===== src/fm_param_pkg.sv =====
// parameter memory bus and voice slot definitions
// wishbone request/response structs, address layout and the slot record
package fm_param_pkg;

	localparam int NUM_CH    = 6;
	localparam int NUM_OP    = 4;
	localparam int NUM_SLOTS = 24;

	// bank bit followed by the register byte
	localparam int PADDR_W = 9;

	typedef struct packed {
		logic               cyc;
		logic               stb;
		logic               we;
		logic [PADDR_W-1:0] adr;
		logic [7:0]         dat;
	} fm_wb_req_t;

	typedef struct packed {
		logic       ack;
		logic [7:0] dat;
	} fm_wb_rsp_t;

	typedef struct packed {
		logic [2:0]  ch;
		logic [1:0]  op;
		logic [10:0] fnum;
		logic [2:0]  block;
		logic [2:0]  dt1;
		logic [3:0]  mul;
		logic [6:0]  tl;
		logic        keyon;
	} fm_slot_t;

endpackage


===== src/fm_reg_pkg.sv =====
// host register map of the fm sound generator
// global register addresses, register groups, timer control and global outputs
package fm_reg_pkg;

	// global registers
	localparam logic [7:0] REG_LFO     = 8'h22;
	localparam logic [7:0] REG_CLKA1   = 8'h24;
	localparam logic [7:0] REG_CLKA2   = 8'h25;
	localparam logic [7:0] REG_CLKB    = 8'h26;
	localparam logic [7:0] REG_TIMER   = 8'h27;
	localparam logic [7:0] REG_KON     = 8'h28;
	localparam logic [7:0] REG_PCM     = 8'h2A;
	localparam logic [7:0] REG_PCM_EN  = 8'h2B;
	localparam logic [7:0] REG_DACTEST = 8'h2C;
	localparam logic [7:0] REG_CLK_N6  = 8'h2D;
	localparam logic [7:0] REG_CLK_N3  = 8'h2E;
	localparam logic [7:0] REG_CLK_N2  = 8'h2F;

	// operator and channel register bases
	localparam logic [7:0] REG_OP_DT1MUL  = 8'h30;
	localparam logic [7:0] REG_OP_TL      = 8'h40;
	localparam logic [7:0] REG_CH_FNUM_LO = 8'hA0;
	localparam logic [7:0] REG_CH_FNUM_HI = 8'hA4;

	typedef enum logic [1:0] {
		GRP_GLOBAL,
		GRP_OPERATOR,
		GRP_CHANNEL,
		GRP_NONE
	} fm_reg_group_e;

	typedef enum logic [1:0] {
		PRESC_6,
		PRESC_3,
		PRESC_2
	} fm_presc_e;

	typedef struct packed {
		logic [9:0] value_a;
		logic [7:0] value_b;
		logic       load_a;
		logic       load_b;
		logic       irq_en_a;
		logic       irq_en_b;
		logic       clr_a;
		logic       clr_b;
		fm_presc_e  presc;
	} fm_timer_ctrl_t;

	typedef struct packed {
		logic       lfo_en;
		logic [2:0] lfo_freq;
		logic [8:0] pcm;
		logic       pcm_en;
	} fm_global_t;

endpackage


===== src/fm_core_top.sv =====
// top level of the fm register core
// host port, timebase, parameter bus arbiter, parameter memory and slot sequencer
`timescale 1ns/1ps

module fm_core_top (
	input  logic                   clk,
	input  logic                   rst,
	input  logic [1:0]             addr,
	input  logic [7:0]             din,
	input  logic                   write,
	output logic                   busy,
	output logic                   irq,
	output logic                   flag_a,
	output logic                   flag_b,
	output fm_reg_pkg::fm_global_t glob,
	output fm_param_pkg::fm_slot_t slot,
	output logic                   slot_valid
);

	fm_reg_pkg::fm_timer_ctrl_t         tctrl;
	logic [fm_param_pkg::NUM_SLOTS-1:0] keyon;
	logic                               tick;
	fm_param_pkg::fm_wb_req_t           host_req;
	fm_param_pkg::fm_wb_rsp_t           host_rsp;
	fm_param_pkg::fm_wb_req_t           seq_req;
	fm_param_pkg::fm_wb_rsp_t           seq_rsp;
	fm_param_pkg::fm_wb_req_t           mem_req;
	fm_param_pkg::fm_wb_rsp_t           mem_rsp;

	fm_host_port fm_host_port_inst (
		.clk    (clk),
		.rst    (rst),
		.addr   (addr),
		.din    (din),
		.write  (write),
		.busy   (busy),
		.glob   (glob),
		.tctrl  (tctrl),
		.keyon  (keyon),
		.wb_req (host_req),
		.wb_rsp (host_rsp)
	);

	fm_timebase fm_timebase_inst (
		.clk    (clk),
		.rst    (rst),
		.tctrl  (tctrl),
		.tick   (tick),
		.flag_a (flag_a),
		.flag_b (flag_b),
		.irq    (irq)
	);

	fm_param_arbiter fm_param_arbiter_inst (
		.clk      (clk),
		.rst      (rst),
		.host_req (host_req),
		.host_rsp (host_rsp),
		.seq_req  (seq_req),
		.seq_rsp  (seq_rsp),
		.mem_req  (mem_req),
		.mem_rsp  (mem_rsp)
	);

	fm_param_ram fm_param_ram_inst (
		.clk    (clk),
		.rst    (rst),
		.wb_req (mem_req),
		.wb_rsp (mem_rsp)
	);

	fm_slot_seq fm_slot_seq_inst (
		.clk        (clk),
		.rst        (rst),
		.tick       (tick),
		.keyon      (keyon),
		.wb_req     (seq_req),
		.wb_rsp     (seq_rsp),
		.slot       (slot),
		.slot_valid (slot_valid)
	);

endmodule


===== src/fm_host_port.sv =====
// host address/data port of the fm core
// keeps the global registers and forwards channel/operator writes over wishbone
`timescale 1ns/1ps

module fm_host_port (
	input  logic                                  clk,
	input  logic                                  rst,
	input  logic [1:0]                            addr,
	input  logic [7:0]                            din,
	input  logic                                  write,
	output logic                                  busy,
	output fm_reg_pkg::fm_global_t                glob,
	output fm_reg_pkg::fm_timer_ctrl_t            tctrl,
	output logic [fm_param_pkg::NUM_SLOTS-1:0]    keyon,
	output fm_param_pkg::fm_wb_req_t              wb_req,
	input  fm_param_pkg::fm_wb_rsp_t              wb_rsp
);

	typedef enum logic {
		HOST_IDLE,
		HOST_WRITE
	} host_state_e;

	host_state_e               state;
	fm_reg_pkg::fm_reg_group_e grp;
	logic                      write_q;
	logic                      accept;
	logic [7:0]                sel_reg;
	logic                      bank;
	logic [2:0]                kon_ch;
	logic                      kon_valid;

	// new write on a rising edge of write and ignored while busy
	assign accept = write && !write_q && !busy;
	assign busy   = (state == HOST_WRITE);

	// din[2] picks the upper channel triple and codes 3 and 7 are unused
	assign kon_valid = (din[1:0] != 2'b11);
	assign kon_ch    = din[2] ? 3'(din[1:0]) + 3'd3 : 3'(din[1:0]);

	always_comb begin
		if (sel_reg < fm_reg_pkg::REG_OP_DT1MUL)
			grp = fm_reg_pkg::GRP_GLOBAL;
		else if (sel_reg[1:0] == 2'b11 || sel_reg > 8'hB6)
			grp = fm_reg_pkg::GRP_NONE;
		else if (sel_reg < fm_reg_pkg::REG_CH_FNUM_LO)
			grp = fm_reg_pkg::GRP_OPERATOR;
		else
			grp = fm_reg_pkg::GRP_CHANNEL;
	end

	always_ff @(posedge clk) begin
		if (rst) begin
			write_q <= 1'b0;
			sel_reg <= 8'h00;
			bank    <= 1'b0;
			glob    <= '0;
			tctrl   <= '0;
			keyon   <= '0;
		end else begin
			write_q     <= write;
			// flag clears are single-cycle requests
			tctrl.clr_a <= 1'b0;
			tctrl.clr_b <= 1'b0;
			if (accept && !addr[0]) begin
				sel_reg <= din;
				bank    <= addr[1];
			end else if (accept && grp == fm_reg_pkg::GRP_GLOBAL) begin
				case (sel_reg)
					fm_reg_pkg::REG_LFO:     {glob.lfo_en, glob.lfo_freq} <= din[3:0];
					fm_reg_pkg::REG_CLKA1:   tctrl.value_a[9:2] <= din;
					fm_reg_pkg::REG_CLKA2:   tctrl.value_a[1:0] <= din[1:0];
					fm_reg_pkg::REG_CLKB:    tctrl.value_b <= din;
					fm_reg_pkg::REG_TIMER: begin
						{tctrl.clr_b, tctrl.clr_a} <= din[5:4];
						{tctrl.irq_en_b, tctrl.irq_en_a} <= din[3:2];
						{tctrl.load_b, tctrl.load_a} <= din[1:0];
					end
					fm_reg_pkg::REG_KON: begin
						// din[7:4] carries one key bit per operator
						if (kon_valid) begin
							for (int o = 0; o < fm_param_pkg::NUM_OP; o++)
								keyon[o * fm_param_pkg::NUM_CH + kon_ch] <= din[4 + o];
						end
					end
					fm_reg_pkg::REG_PCM:     glob.pcm[8:1] <= din;
					fm_reg_pkg::REG_PCM_EN:  glob.pcm_en <= din[7];
					fm_reg_pkg::REG_DACTEST: glob.pcm[0] <= din[3];
					fm_reg_pkg::REG_CLK_N6:  tctrl.presc <= fm_reg_pkg::PRESC_6;
					fm_reg_pkg::REG_CLK_N3:  tctrl.presc <= fm_reg_pkg::PRESC_3;
					fm_reg_pkg::REG_CLK_N2:  tctrl.presc <= fm_reg_pkg::PRESC_2;
					default: ;
				endcase
			end
		end
	end

	// parameter memory write, one byte per host data write
	always_ff @(posedge clk) begin
		if (rst) begin
			state      <= HOST_IDLE;
			wb_req.cyc <= 1'b0;
			wb_req.stb <= 1'b0;
			wb_req.we  <= 1'b0;
		end else begin
			case (state)
				HOST_IDLE: begin
					if (accept && addr[0] && (grp == fm_reg_pkg::GRP_OPERATOR ||
						grp == fm_reg_pkg::GRP_CHANNEL)) begin
						state      <= HOST_WRITE;
						wb_req.cyc <= 1'b1;
						wb_req.stb <= 1'b1;
						wb_req.we  <= 1'b1;
					end
				end
				HOST_WRITE: begin
					if (wb_rsp.ack) begin
						state      <= HOST_IDLE;
						wb_req.cyc <= 1'b0;
						wb_req.stb <= 1'b0;
						wb_req.we  <= 1'b0;
					end
				end
				default: state <= HOST_IDLE;
			endcase
		end
	end

	// address and data are captured with the request
	always_ff @(posedge clk) begin
		if (state == HOST_IDLE && accept && addr[0]) begin
			wb_req.adr <= {bank, sel_reg};
			wb_req.dat <= din;
		end
	end

	// bus cycle and busy cover the same clocks and every ack falls inside the cycle
	a_cyc_busy: assert property (@(posedge clk) disable iff (rst)
		(wb_req.cyc == busy) && (!wb_rsp.ack || wb_req.cyc));

endmodule


===== src/fm_param_arbiter.sv =====
// round-robin wishbone classic arbiter
// joins the host port and the slot sequencer onto the parameter memory
`timescale 1ns/1ps

module fm_param_arbiter (
	input  logic                     clk,
	input  logic                     rst,
	input  fm_param_pkg::fm_wb_req_t host_req,
	output fm_param_pkg::fm_wb_rsp_t host_rsp,
	input  fm_param_pkg::fm_wb_req_t seq_req,
	output fm_param_pkg::fm_wb_rsp_t seq_rsp,
	output fm_param_pkg::fm_wb_req_t mem_req,
	input  fm_param_pkg::fm_wb_rsp_t mem_rsp
);

	typedef enum logic [1:0] {
		GNT_NONE,
		GNT_HOST,
		GNT_SEQ
	} gnt_e;

	gnt_e gnt;
	logic last_seq;

	always_ff @(posedge clk) begin
		if (rst) begin
			gnt      <= GNT_NONE;
			last_seq <= 1'b0;
		end else begin
			case (gnt)
				GNT_NONE: begin
					// the host wins a tie only when the sequencer went last
					if (host_req.cyc && (!seq_req.cyc || last_seq))
						gnt <= GNT_HOST;
					else if (seq_req.cyc)
						gnt <= GNT_SEQ;
				end
				GNT_HOST: begin
					if (!host_req.cyc) begin
						gnt      <= GNT_NONE;
						last_seq <= 1'b0;
					end
				end
				GNT_SEQ: begin
					if (!seq_req.cyc) begin
						gnt      <= GNT_NONE;
						last_seq <= 1'b1;
					end
				end
				default: gnt <= GNT_NONE;
			endcase
		end
	end

	always_comb begin
		case (gnt)
			GNT_HOST: mem_req = host_req;
			GNT_SEQ:  mem_req = seq_req;
			default:  mem_req = '0;
		endcase
		host_rsp.dat = mem_rsp.dat;
		host_rsp.ack = mem_rsp.ack && (gnt == GNT_HOST);
		seq_rsp.dat  = mem_rsp.dat;
		seq_rsp.ack  = mem_rsp.ack && (gnt == GNT_SEQ);
	end

	// an ack only returns to a master that held the grant through its access
	a_ack_owner: assert property (@(posedge clk) disable iff (rst)
		mem_rsp.ack |-> (gnt != GNT_NONE && gnt == $past(gnt)));

endmodule


===== src/fm_param_ram.sv =====
// wishbone classic slave with 512 bytes of channel/operator parameters
`timescale 1ns/1ps

module fm_param_ram (
	input  logic                     clk,
	input  logic                     rst,
	input  fm_param_pkg::fm_wb_req_t wb_req,
	output fm_param_pkg::fm_wb_rsp_t wb_rsp
);

	logic [7:0] mem [0:(1 << fm_param_pkg::PADDR_W) - 1];
	logic       access;

	// the !ack term keeps a held request from being served twice
	assign access = wb_req.cyc && wb_req.stb && !wb_rsp.ack;

	always_ff @(posedge clk) begin
		if (rst)
			wb_rsp.ack <= 1'b0;
		else
			wb_rsp.ack <= access;
	end

	always_ff @(posedge clk) begin
		if (access) begin
			if (wb_req.we)
				mem[wb_req.adr] <= wb_req.dat;
			else
				wb_rsp.dat <= mem[wb_req.adr];
		end
	end

	// the master still holds its request in the ack clock
	a_ack_req: assert property (@(posedge clk) disable iff (rst)
		wb_rsp.ack |-> $past(wb_req.cyc && wb_req.stb) && wb_req.cyc && wb_req.stb);

endmodule


===== src/fm_slot_seq.sv =====
// slot sequencer that reads four parameter bytes per slot and emits slot records
`timescale 1ns/1ps

module fm_slot_seq (
	input  logic                               clk,
	input  logic                               rst,
	input  logic                               tick,
	input  logic [fm_param_pkg::NUM_SLOTS-1:0] keyon,
	output fm_param_pkg::fm_wb_req_t           wb_req,
	input  fm_param_pkg::fm_wb_rsp_t           wb_rsp,
	output fm_param_pkg::fm_slot_t             slot,
	output logic                               slot_valid
);

	typedef enum logic [1:0] {
		SEQ_WAIT,
		SEQ_READ,
		SEQ_EMIT
	} seq_state_e;

	seq_state_e state;
	logic [2:0] ch;
	logic [1:0] op;
	logic [1:0] idx;
	logic       bank;
	logic [1:0] sub;
	logic [7:0] reg_byte;
	logic [4:0] slot_idx;

	// channels 3 to 5 sit in the upper bank
	assign bank     = (ch >= 3'd3);
	assign sub      = bank ? 2'(ch - 3'd3) : ch[1:0];
	assign slot_idx = 5'(op) * 5'(fm_param_pkg::NUM_CH) + 5'(ch);

	always_comb begin
		case (idx)
			2'd0:    reg_byte = fm_reg_pkg::REG_OP_TL + 8'({op, 2'b00}) + 8'(sub);
			2'd1:    reg_byte = fm_reg_pkg::REG_OP_DT1MUL + 8'({op, 2'b00}) + 8'(sub);
			2'd2:    reg_byte = fm_reg_pkg::REG_CH_FNUM_LO + 8'(sub);
			default: reg_byte = fm_reg_pkg::REG_CH_FNUM_HI + 8'(sub);
		endcase
	end

	always_ff @(posedge clk) begin
		if (rst) begin
			state      <= SEQ_WAIT;
			ch         <= 3'd0;
			op         <= 2'd0;
			idx        <= 2'd0;
			wb_req.cyc <= 1'b0;
			wb_req.stb <= 1'b0;
			wb_req.we  <= 1'b0;
			slot_valid <= 1'b0;
		end else begin
			slot_valid <= 1'b0;
			case (state)
				SEQ_WAIT: begin
					if (tick) begin
						state   <= SEQ_READ;
						idx     <= 2'd0;
						slot.ch <= ch;
						slot.op <= op;
					end
				end
				SEQ_READ: begin
					if (wb_rsp.ack) begin
						// drop cyc for a cycle between reads
						wb_req.cyc <= 1'b0;
						wb_req.stb <= 1'b0;
						case (idx)
							2'd0: slot.tl <= wb_rsp.dat[6:0];
							2'd1: {slot.dt1, slot.mul} <= wb_rsp.dat[6:0];
							2'd2: slot.fnum[7:0] <= wb_rsp.dat;
							default: {slot.block, slot.fnum[10:8]} <= wb_rsp.dat[5:0];
						endcase
						idx <= idx + 2'd1;
						if (idx == 2'd3)
							state <= SEQ_EMIT;
					end else if (!wb_req.cyc) begin
						wb_req.cyc <= 1'b1;
						wb_req.stb <= 1'b1;
						wb_req.we  <= 1'b0;
						wb_req.adr <= {bank, reg_byte};
						wb_req.dat <= 8'h00;
					end
				end
				SEQ_EMIT: begin
					slot.keyon <= keyon[slot_idx];
					slot_valid <= 1'b1;
					state      <= SEQ_WAIT;
					// channel order inside each operator
					if (ch == 3'(fm_param_pkg::NUM_CH - 1)) begin
						ch <= 3'd0;
						op <= (op == 2'(fm_param_pkg::NUM_OP - 1)) ? 2'd0 : op + 2'd1;
					end else begin
						ch <= ch + 3'd1;
					end
				end
				default: state <= SEQ_WAIT;
			endcase
		end
	end

endmodule


===== src/fm_timebase.sv =====
// prescaler tick generator of the fm core
// timers A and B with overflow flags and the interrupt line
`timescale 1ns/1ps

module fm_timebase (
	input  logic                       clk,
	input  logic                       rst,
	input  fm_reg_pkg::fm_timer_ctrl_t tctrl,
	output logic                       tick,
	output logic                       flag_a,
	output logic                       flag_b,
	output logic                       irq
);

	logic [2:0] presc_cnt;
	logic [2:0] presc_lim;
	logic [1:0] load_q;
	logic       run_a;
	logic       run_b;
	logic [9:0] cnt_a;
	logic [7:0] cnt_b;
	logic [3:0] pre_b;
	logic       step_b;
	logic       ovf_a;
	logic       ovf_b;

	always_comb begin
		case (tctrl.presc)
			fm_reg_pkg::PRESC_3: presc_lim = 3'd2;
			fm_reg_pkg::PRESC_2: presc_lim = 3'd1;
			default:             presc_lim = 3'd5;
		endcase
	end

	// >= so that a smaller ratio takes effect at once
	always_ff @(posedge clk) begin
		if (rst) begin
			presc_cnt <= 3'd0;
			tick      <= 1'b0;
		end else begin
			tick      <= (presc_cnt >= presc_lim);
			presc_cnt <= (presc_cnt >= presc_lim) ? 3'd0 : presc_cnt + 3'd1;
		end
	end

	// a timer runs once its load bit has been set for a clock
	assign run_a  = tctrl.load_a && load_q[0];
	assign run_b  = tctrl.load_b && load_q[1];
	assign ovf_a  = tick && run_a && (cnt_a == 10'h3FF);
	assign step_b = tick && run_b && (pre_b == 4'hF);
	assign ovf_b  = step_b && (cnt_b == 8'hFF);

	always_ff @(posedge clk) begin
		if (rst) begin
			load_q <= 2'b00;
			cnt_a  <= 10'd0;
			cnt_b  <= 8'd0;
			pre_b  <= 4'd0;
			flag_a <= 1'b0;
			flag_b <= 1'b0;
		end else begin
			load_q <= {tctrl.load_b, tctrl.load_a};

			// timer A
			if (tctrl.load_a && !load_q[0])
				cnt_a <= tctrl.value_a;
			else if (ovf_a)
				cnt_a <= tctrl.value_a;
			else if (tick && run_a)
				cnt_a <= cnt_a + 10'd1;

			// timer B, advanced every 16 ticks
			if (tctrl.load_b && !load_q[1]) begin
				cnt_b <= tctrl.value_b;
				pre_b <= 4'd0;
			end else begin
				if (tick && run_b)
					pre_b <= pre_b + 4'd1;
				if (ovf_b)
					cnt_b <= tctrl.value_b;
				else if (step_b)
					cnt_b <= cnt_b + 8'd1;
			end

			if (tctrl.clr_a)
				flag_a <= 1'b0;
			else if (ovf_a && tctrl.irq_en_a)
				flag_a <= 1'b1;

			if (tctrl.clr_b)
				flag_b <= 1'b0;
			else if (ovf_b && tctrl.irq_en_b)
				flag_b <= 1'b1;
		end
	end

	assign irq = flag_a | flag_b;

	a_tick_single: assert property (@(posedge clk) disable iff (rst) tick |=> !tick);

endmodule


===== config.mk =====
export PLATFORM = sky130hd
export DESIGN_NAME = fm_core_top
export DESIGN_NICKNAME = d
export VERILOG_FILES = /design/src/fm_param_pkg.sv /design/src/fm_reg_pkg.sv /design/src/fm_core_top.sv /design/src/fm_host_port.sv /design/src/fm_param_arbiter.sv /design/src/fm_param_ram.sv /design/src/fm_slot_seq.sv /design/src/fm_timebase.sv
export SDC_FILE = /design/constraint.sdc
export NUM_CORES = 2
export LEC_CHECK = 0
export BUFFER_PORTS_ARGS = -buffer_cell sky130_fd_sc_hd__buf_2
export CAP_MARGIN = 10
export CORE_AREA = 2 2 653 655
export CTS_CLUSTER_DIAMETER = 120
export DETAILED_ROUTE_END_ITERATION = 16
export DIE_AREA = 0 0 655 657
export PLACE_DENSITY = 0.51
export SLEW_MARGIN = 20
export SYNTH_ARGS = -nofsm -noshare
export SYNTH_HDL_FRONTEND = slang
export SYNTH_HIERARCHICAL = 1
export SYNTH_SLANG_ARGS = --single-unit

===== constraint.sdc =====
create_clock -name clk -period 22.2 [get_ports clk]
set_input_delay 2.22 -clock clk [delete_from_list [all_inputs] [get_ports clk]]
set_output_delay 2.22 -clock clk [all_outputs]
set_load 0.02 [all_outputs]

# == Word-level counts from Yosys, hierarchy flattened ==
# Memory sizes are Yosys's and may differ from the RTL's. A register that Yosys moved wholly into a read port is not among the register bits.
# Index checks and enable logic that the tools add are counted.
# word_totals
memories,1
ramBits,4096
rom_bits,0
latchBits,0
out_inout_bits,53
ff_bits,184
word_cells,273
in_bits,13
# memory_table
name,words,width,read_ports,rd_clocked_by_memory_dff,wr,line_no,text
fm_param_ram_inst.mem,512,8,1,1,1,fm_param_ram.sv:11,logic [7:0] mem [0:(1 << fm_param_pkg::PADDR_W) - 1];
# op_classes
magnitude_cmp,14
n_reduce_logical,78
n_addsub,19
multipliers,1
div_mod_pow,0
n_eq_ne,39
bitwise,10
shift,0
mux,58
# ops
cell,count
$bwmux W24,4
$eq A8 B6 Y1 const B,12
$ge A32 B1 Y1 const B,3
$lt A32 B6 Y1 const B,3
$reduce_and A3 Y1,14
$pmux W20 S2,1
$mux W10,3
$mux W2,15
$logic_and A1 B1 Y1,28
$mux W8,3
$pmux W8 S3,1
$reduce_and A4 Y1,6
$mux W19,1
$add A8 B2 Y8,2
$add A8 B2 Y8 const A,2
$eq A2 B2 Y1 const B,8
$demux W1 S5,3
$mux W1,13
$mux W3,4
$ne A2 B2 Y1 const B,6
$pmux W2 S3,2
$pmux W3 S2,2
$add A10 B1 Y10 const B,1
$eq A10 B10 Y1 const B,1
other kinds (42),81

# == Longest topological paths before layout ==
# logic_depth
ltp_word,10
depth_mapped,20
mapped_depth_nobuf,11

# == Hierarchy ==
# The synthesis kept the hierarchy.
# modules_own_cells
module,seq_area_each_um2,area_each_um2,cells_per_inst,instances
fm_param_ram,123258.2,159660.6,7616,1
fm_host_port,2031.9,4180.3,424,1
fm_slot_seq,1531.5,2501.1,183,1
fm_timebase,600.6,1793.0,226,1
fm_param_arbiter,60.1,653.1,88,1

# == Worst setup path after synthesis ==
# No wires, ideal clock.
# synth_path
path_type,reg2reg
from,register fm_param_arbiter_inst.gnt[1]
to,memory fm_param_ram_inst.mem[0][0] (data pin)
arrival_ns,13.408
synth_period_minus_slack_ns,16.129
setup_ns,2.721
slack_ns,6.071
stages_incl_launch_ff,6
required_time_ns,19.479
n_path_buf,1
path_cell_list,dfxtp_1 > inv_1 > ha_1 > buf_2 > a22oi_1 > nor2b_1
# synth_rtl
element,line_no,text
"start, declared",fm_param_arbiter.sv:22,gnt_e gnt;
"start signal, assigned",fm_param_arbiter.sv:27,gnt <= GNT_NONE;
"start signal, assigned",fm_param_arbiter.sv:34,gnt <= GNT_HOST;
"start signal, assigned",fm_param_arbiter.sv:36,gnt <= GNT_SEQ;
"end, declared",fm_param_ram.sv:11,

==> results.md <==
- Status: finished clean
- Syn Inst Count: 8529
- CTS max path bufs: 4
- Fill cell count: between 30000 and 40000
- Largest register FFs: 4096
- Largest register by flop count: fm_param_ram_inst/mem
- Worst Skew: 0.0714 ns
- Tcrit/Tclk final: 0.408
- DP Worst Slack: around 13 ns
- WP data required: 22.94 ns
- Total setup buffers inserted after CTS: 0
- GPL Wtd Cong: 0.879
- Cell Area, Placed: 176000 sq um
- Worst min path class: reg2reg
- Setup TNS: 0 ns
- H-tree depth: 5
- Clk slew on worst S/H paths: 0.06 ns
- Final setup vio count: 0
- Sequential power share: 0.539
- CTS tree: done
- Via count: 86800
- Die Y: about 660 microns
- First-pass GRT wire length: just under 700 mm
- Port bufs: 65
- Post-route cell area: between 150000 and 200000 sq um
- Rel. slew slack: 0.0817
- Power per Cell Area: around 85 nW/um^2
- Layout cells sized above 1: 0.223
- Max frequency: approximately 110 MHz
- Final WL: about 500 mm
- Top flop regs: fm_param_ram_inst/mem x4096, fm_slot_seq_inst/slot x34, fm_host_port_inst/tctrl x26
- CTS Root Cell: clkbuf_16
- Vias in the first global route: 87100
- Drt first-iter violations: 10200
- Clock sink count: between 4000 and 5000
- Worst-Margin Slew: 1.38 ns
- PostCTS Resize Cnt: 0
- Cts hold-fix bufs: 0
- Layout area overhead: 12.7%
- Via density: 5.87
- Leakage power: slightly above 50 nW
- Global route overflow: 0
- Synth Cell Area: approximately 170000 sq um
- Crit. End Element: register
- Die Area: 430000 sq um
- Wire per inst: about 34 microns
- Remaining antenna violation count after routing: 0
- Clk_lat worst skew: 1.00 ns
- Switch share: 0.199
- Starting Density: 0.399
- Max FO, Critical Path: 90
- HPWL Detailed: 309 mm
- Hold slack: 0.379 ns
- Clock network power share: 0.457
- Rows: 239
- Unrepaired setup endpoints after global routing: false
- Tmin final: 9.06 ns
- Syn. warnings: 6
- Initial antenna violation count: 35
- Drt first pass iters: 5
- Crit start category: register
- Nets: between 8000 and 9000
- Total track usage: 0.229
- Avg Cell Area, Syn: 19.8 sq um
- Final Hold Vio Count: 0
- DRC errors left: 0
- Std-Cell Core Area: 423000 sq um
- Critical path class: reg2reg
- Setup ws final: 13.14 ns
- Max-cap violations: 0
- Comb power frac: 0.004
- Pin count of the biggest net entering global routing: 206
- Die width: 655 microns
- Pins Over Slew Limit: 0
- TritonCTS Buffers: 453
- Cell internal pwr: 13.0 mW
- Switching power: roughly 3.2 mW
- Worst vdd ir: approximately 0.074 mV
- Worst path arrival time: 9.80 ns
- I/O Pins: 66
==> area by class of cell <==
type	count	area (sq um)	share of cell area
inverter	42	165	0.000869
multi-input combinational	3659	38500	0.202
clock buffer	559	11900	0.0625
sequential	4286	127000	0.670
antenna	17	42.5	0.000224
tap	5663	7090	0.0373
timing repair buffer	302	2410	0.0127
clock inverter	277	2620	0.0138
==> metal layers <==
layer	track usage	up-vias	part of all wire
li1	-	35500	-
met1	0.314	47100	0.41
met2	0.369	3448	0.48
met3	0.0380	794	0.074
met4	0.0843	6	0.042
met5	0	-	0.000078
==> worst paths after layout <==
path | from | end | slack (ns) | cells after the start
worst min register to register | fm_host_port_inst/tctrl[2] | fm_timebase_inst/flag_b | 0.38 | 1
worst max-delay path | fm_param_arbiter_inst/gnt[1] | fm_param_ram_inst/wb_rsp[3] | 13.14 | 16
worst max register to register | fm_param_arbiter_inst/gnt[1] | fm_param_ram_inst/wb_rsp[3] | 13.14 | 16
worst min-delay path | fm_host_port_inst/tctrl[2] | fm_timebase_inst/flag_b | 0.38 | 1
==> placed cells by master (no fill, tap or decap), types with 21 or more instances in the layout <==
| cell | n |
|---|---|
| a21oi_1 | 168 |
| bufinv_16 | 38 |
| nor2_2 | 23 |
| buf_4 | 210 |
| mux2_2 | 82 |
| and2_1 | 26 |
| nand4_1 | 75 |
| nor2_1 | 632 |
| clkinv_2 | 80 |
| nand2_1 | 183 |
| nand2b_1 | 38 |
| mux2i_1 | 479 |
| a22oi_1 | 105 |
| o22ai_1 | 173 |
| ha_1 | 31 |
| mux4_2 | 874 |
| dfxtp_1 | 122 |
| edfxtp_1 | 4164 |
| nor2b_1 | 32 |
| a211oi_1 | 28 |
| a221oi_1 | 21 |
| o21ai_0 | 131 |
| a31oi_1 | 37 |
| nor3_1 | 31 |
| nor4_1 | 28 |
| clkinv_1 | 114 |
| clkbuf_1 | 94 |
| clkbuf_16 | 457 |
| buf_2 | 64 |
| nand3_1 | 61 |
| inv_1 | 41 |
==> stage by stage <==
step,util,power (mW),cells
4_1_cts,0.449,16.4,14800
6_report,0.450,16.2,14800
2_1_floorplan,-,8.97,8537
3_5_place_dp,0.415,8.99,14000
3_3_place_gp,0.415,8.99,13900
5_1_grt,0.450,16.7,14800
==> critical path: stages (launching register included) <==
cell	delay, ns
dfxtp_1	0.35
inv_1	0.10
ha_1	0.70
a22oi_1	0.23
nor2b_4	0.18
buf_12	0.55
buf_4	0.67
buf_4	0.62
buf_4	0.78
buf_4	0.74
buf_4	0.68
mux4_2	0.59
a22oi_1	0.23
a21oi_1	0.09
nor3_1	0.99
nand3_1	0.48
or4_1	0.53
==> power by group through the flow <==
stage                     combinational (mW)  sequential, mW  clock, mW
after floorplan                       0.0448            8.92          0
after global placement                0.0649            8.92          0
after global routing                  0.0721            8.75       7.87
after detailed placement              0.0666            8.92          0
after CTS                             0.0669            8.75       7.56
final                                 0.0672            8.75       7.42
No activity file was read; power rests on OpenSTA's default activity.
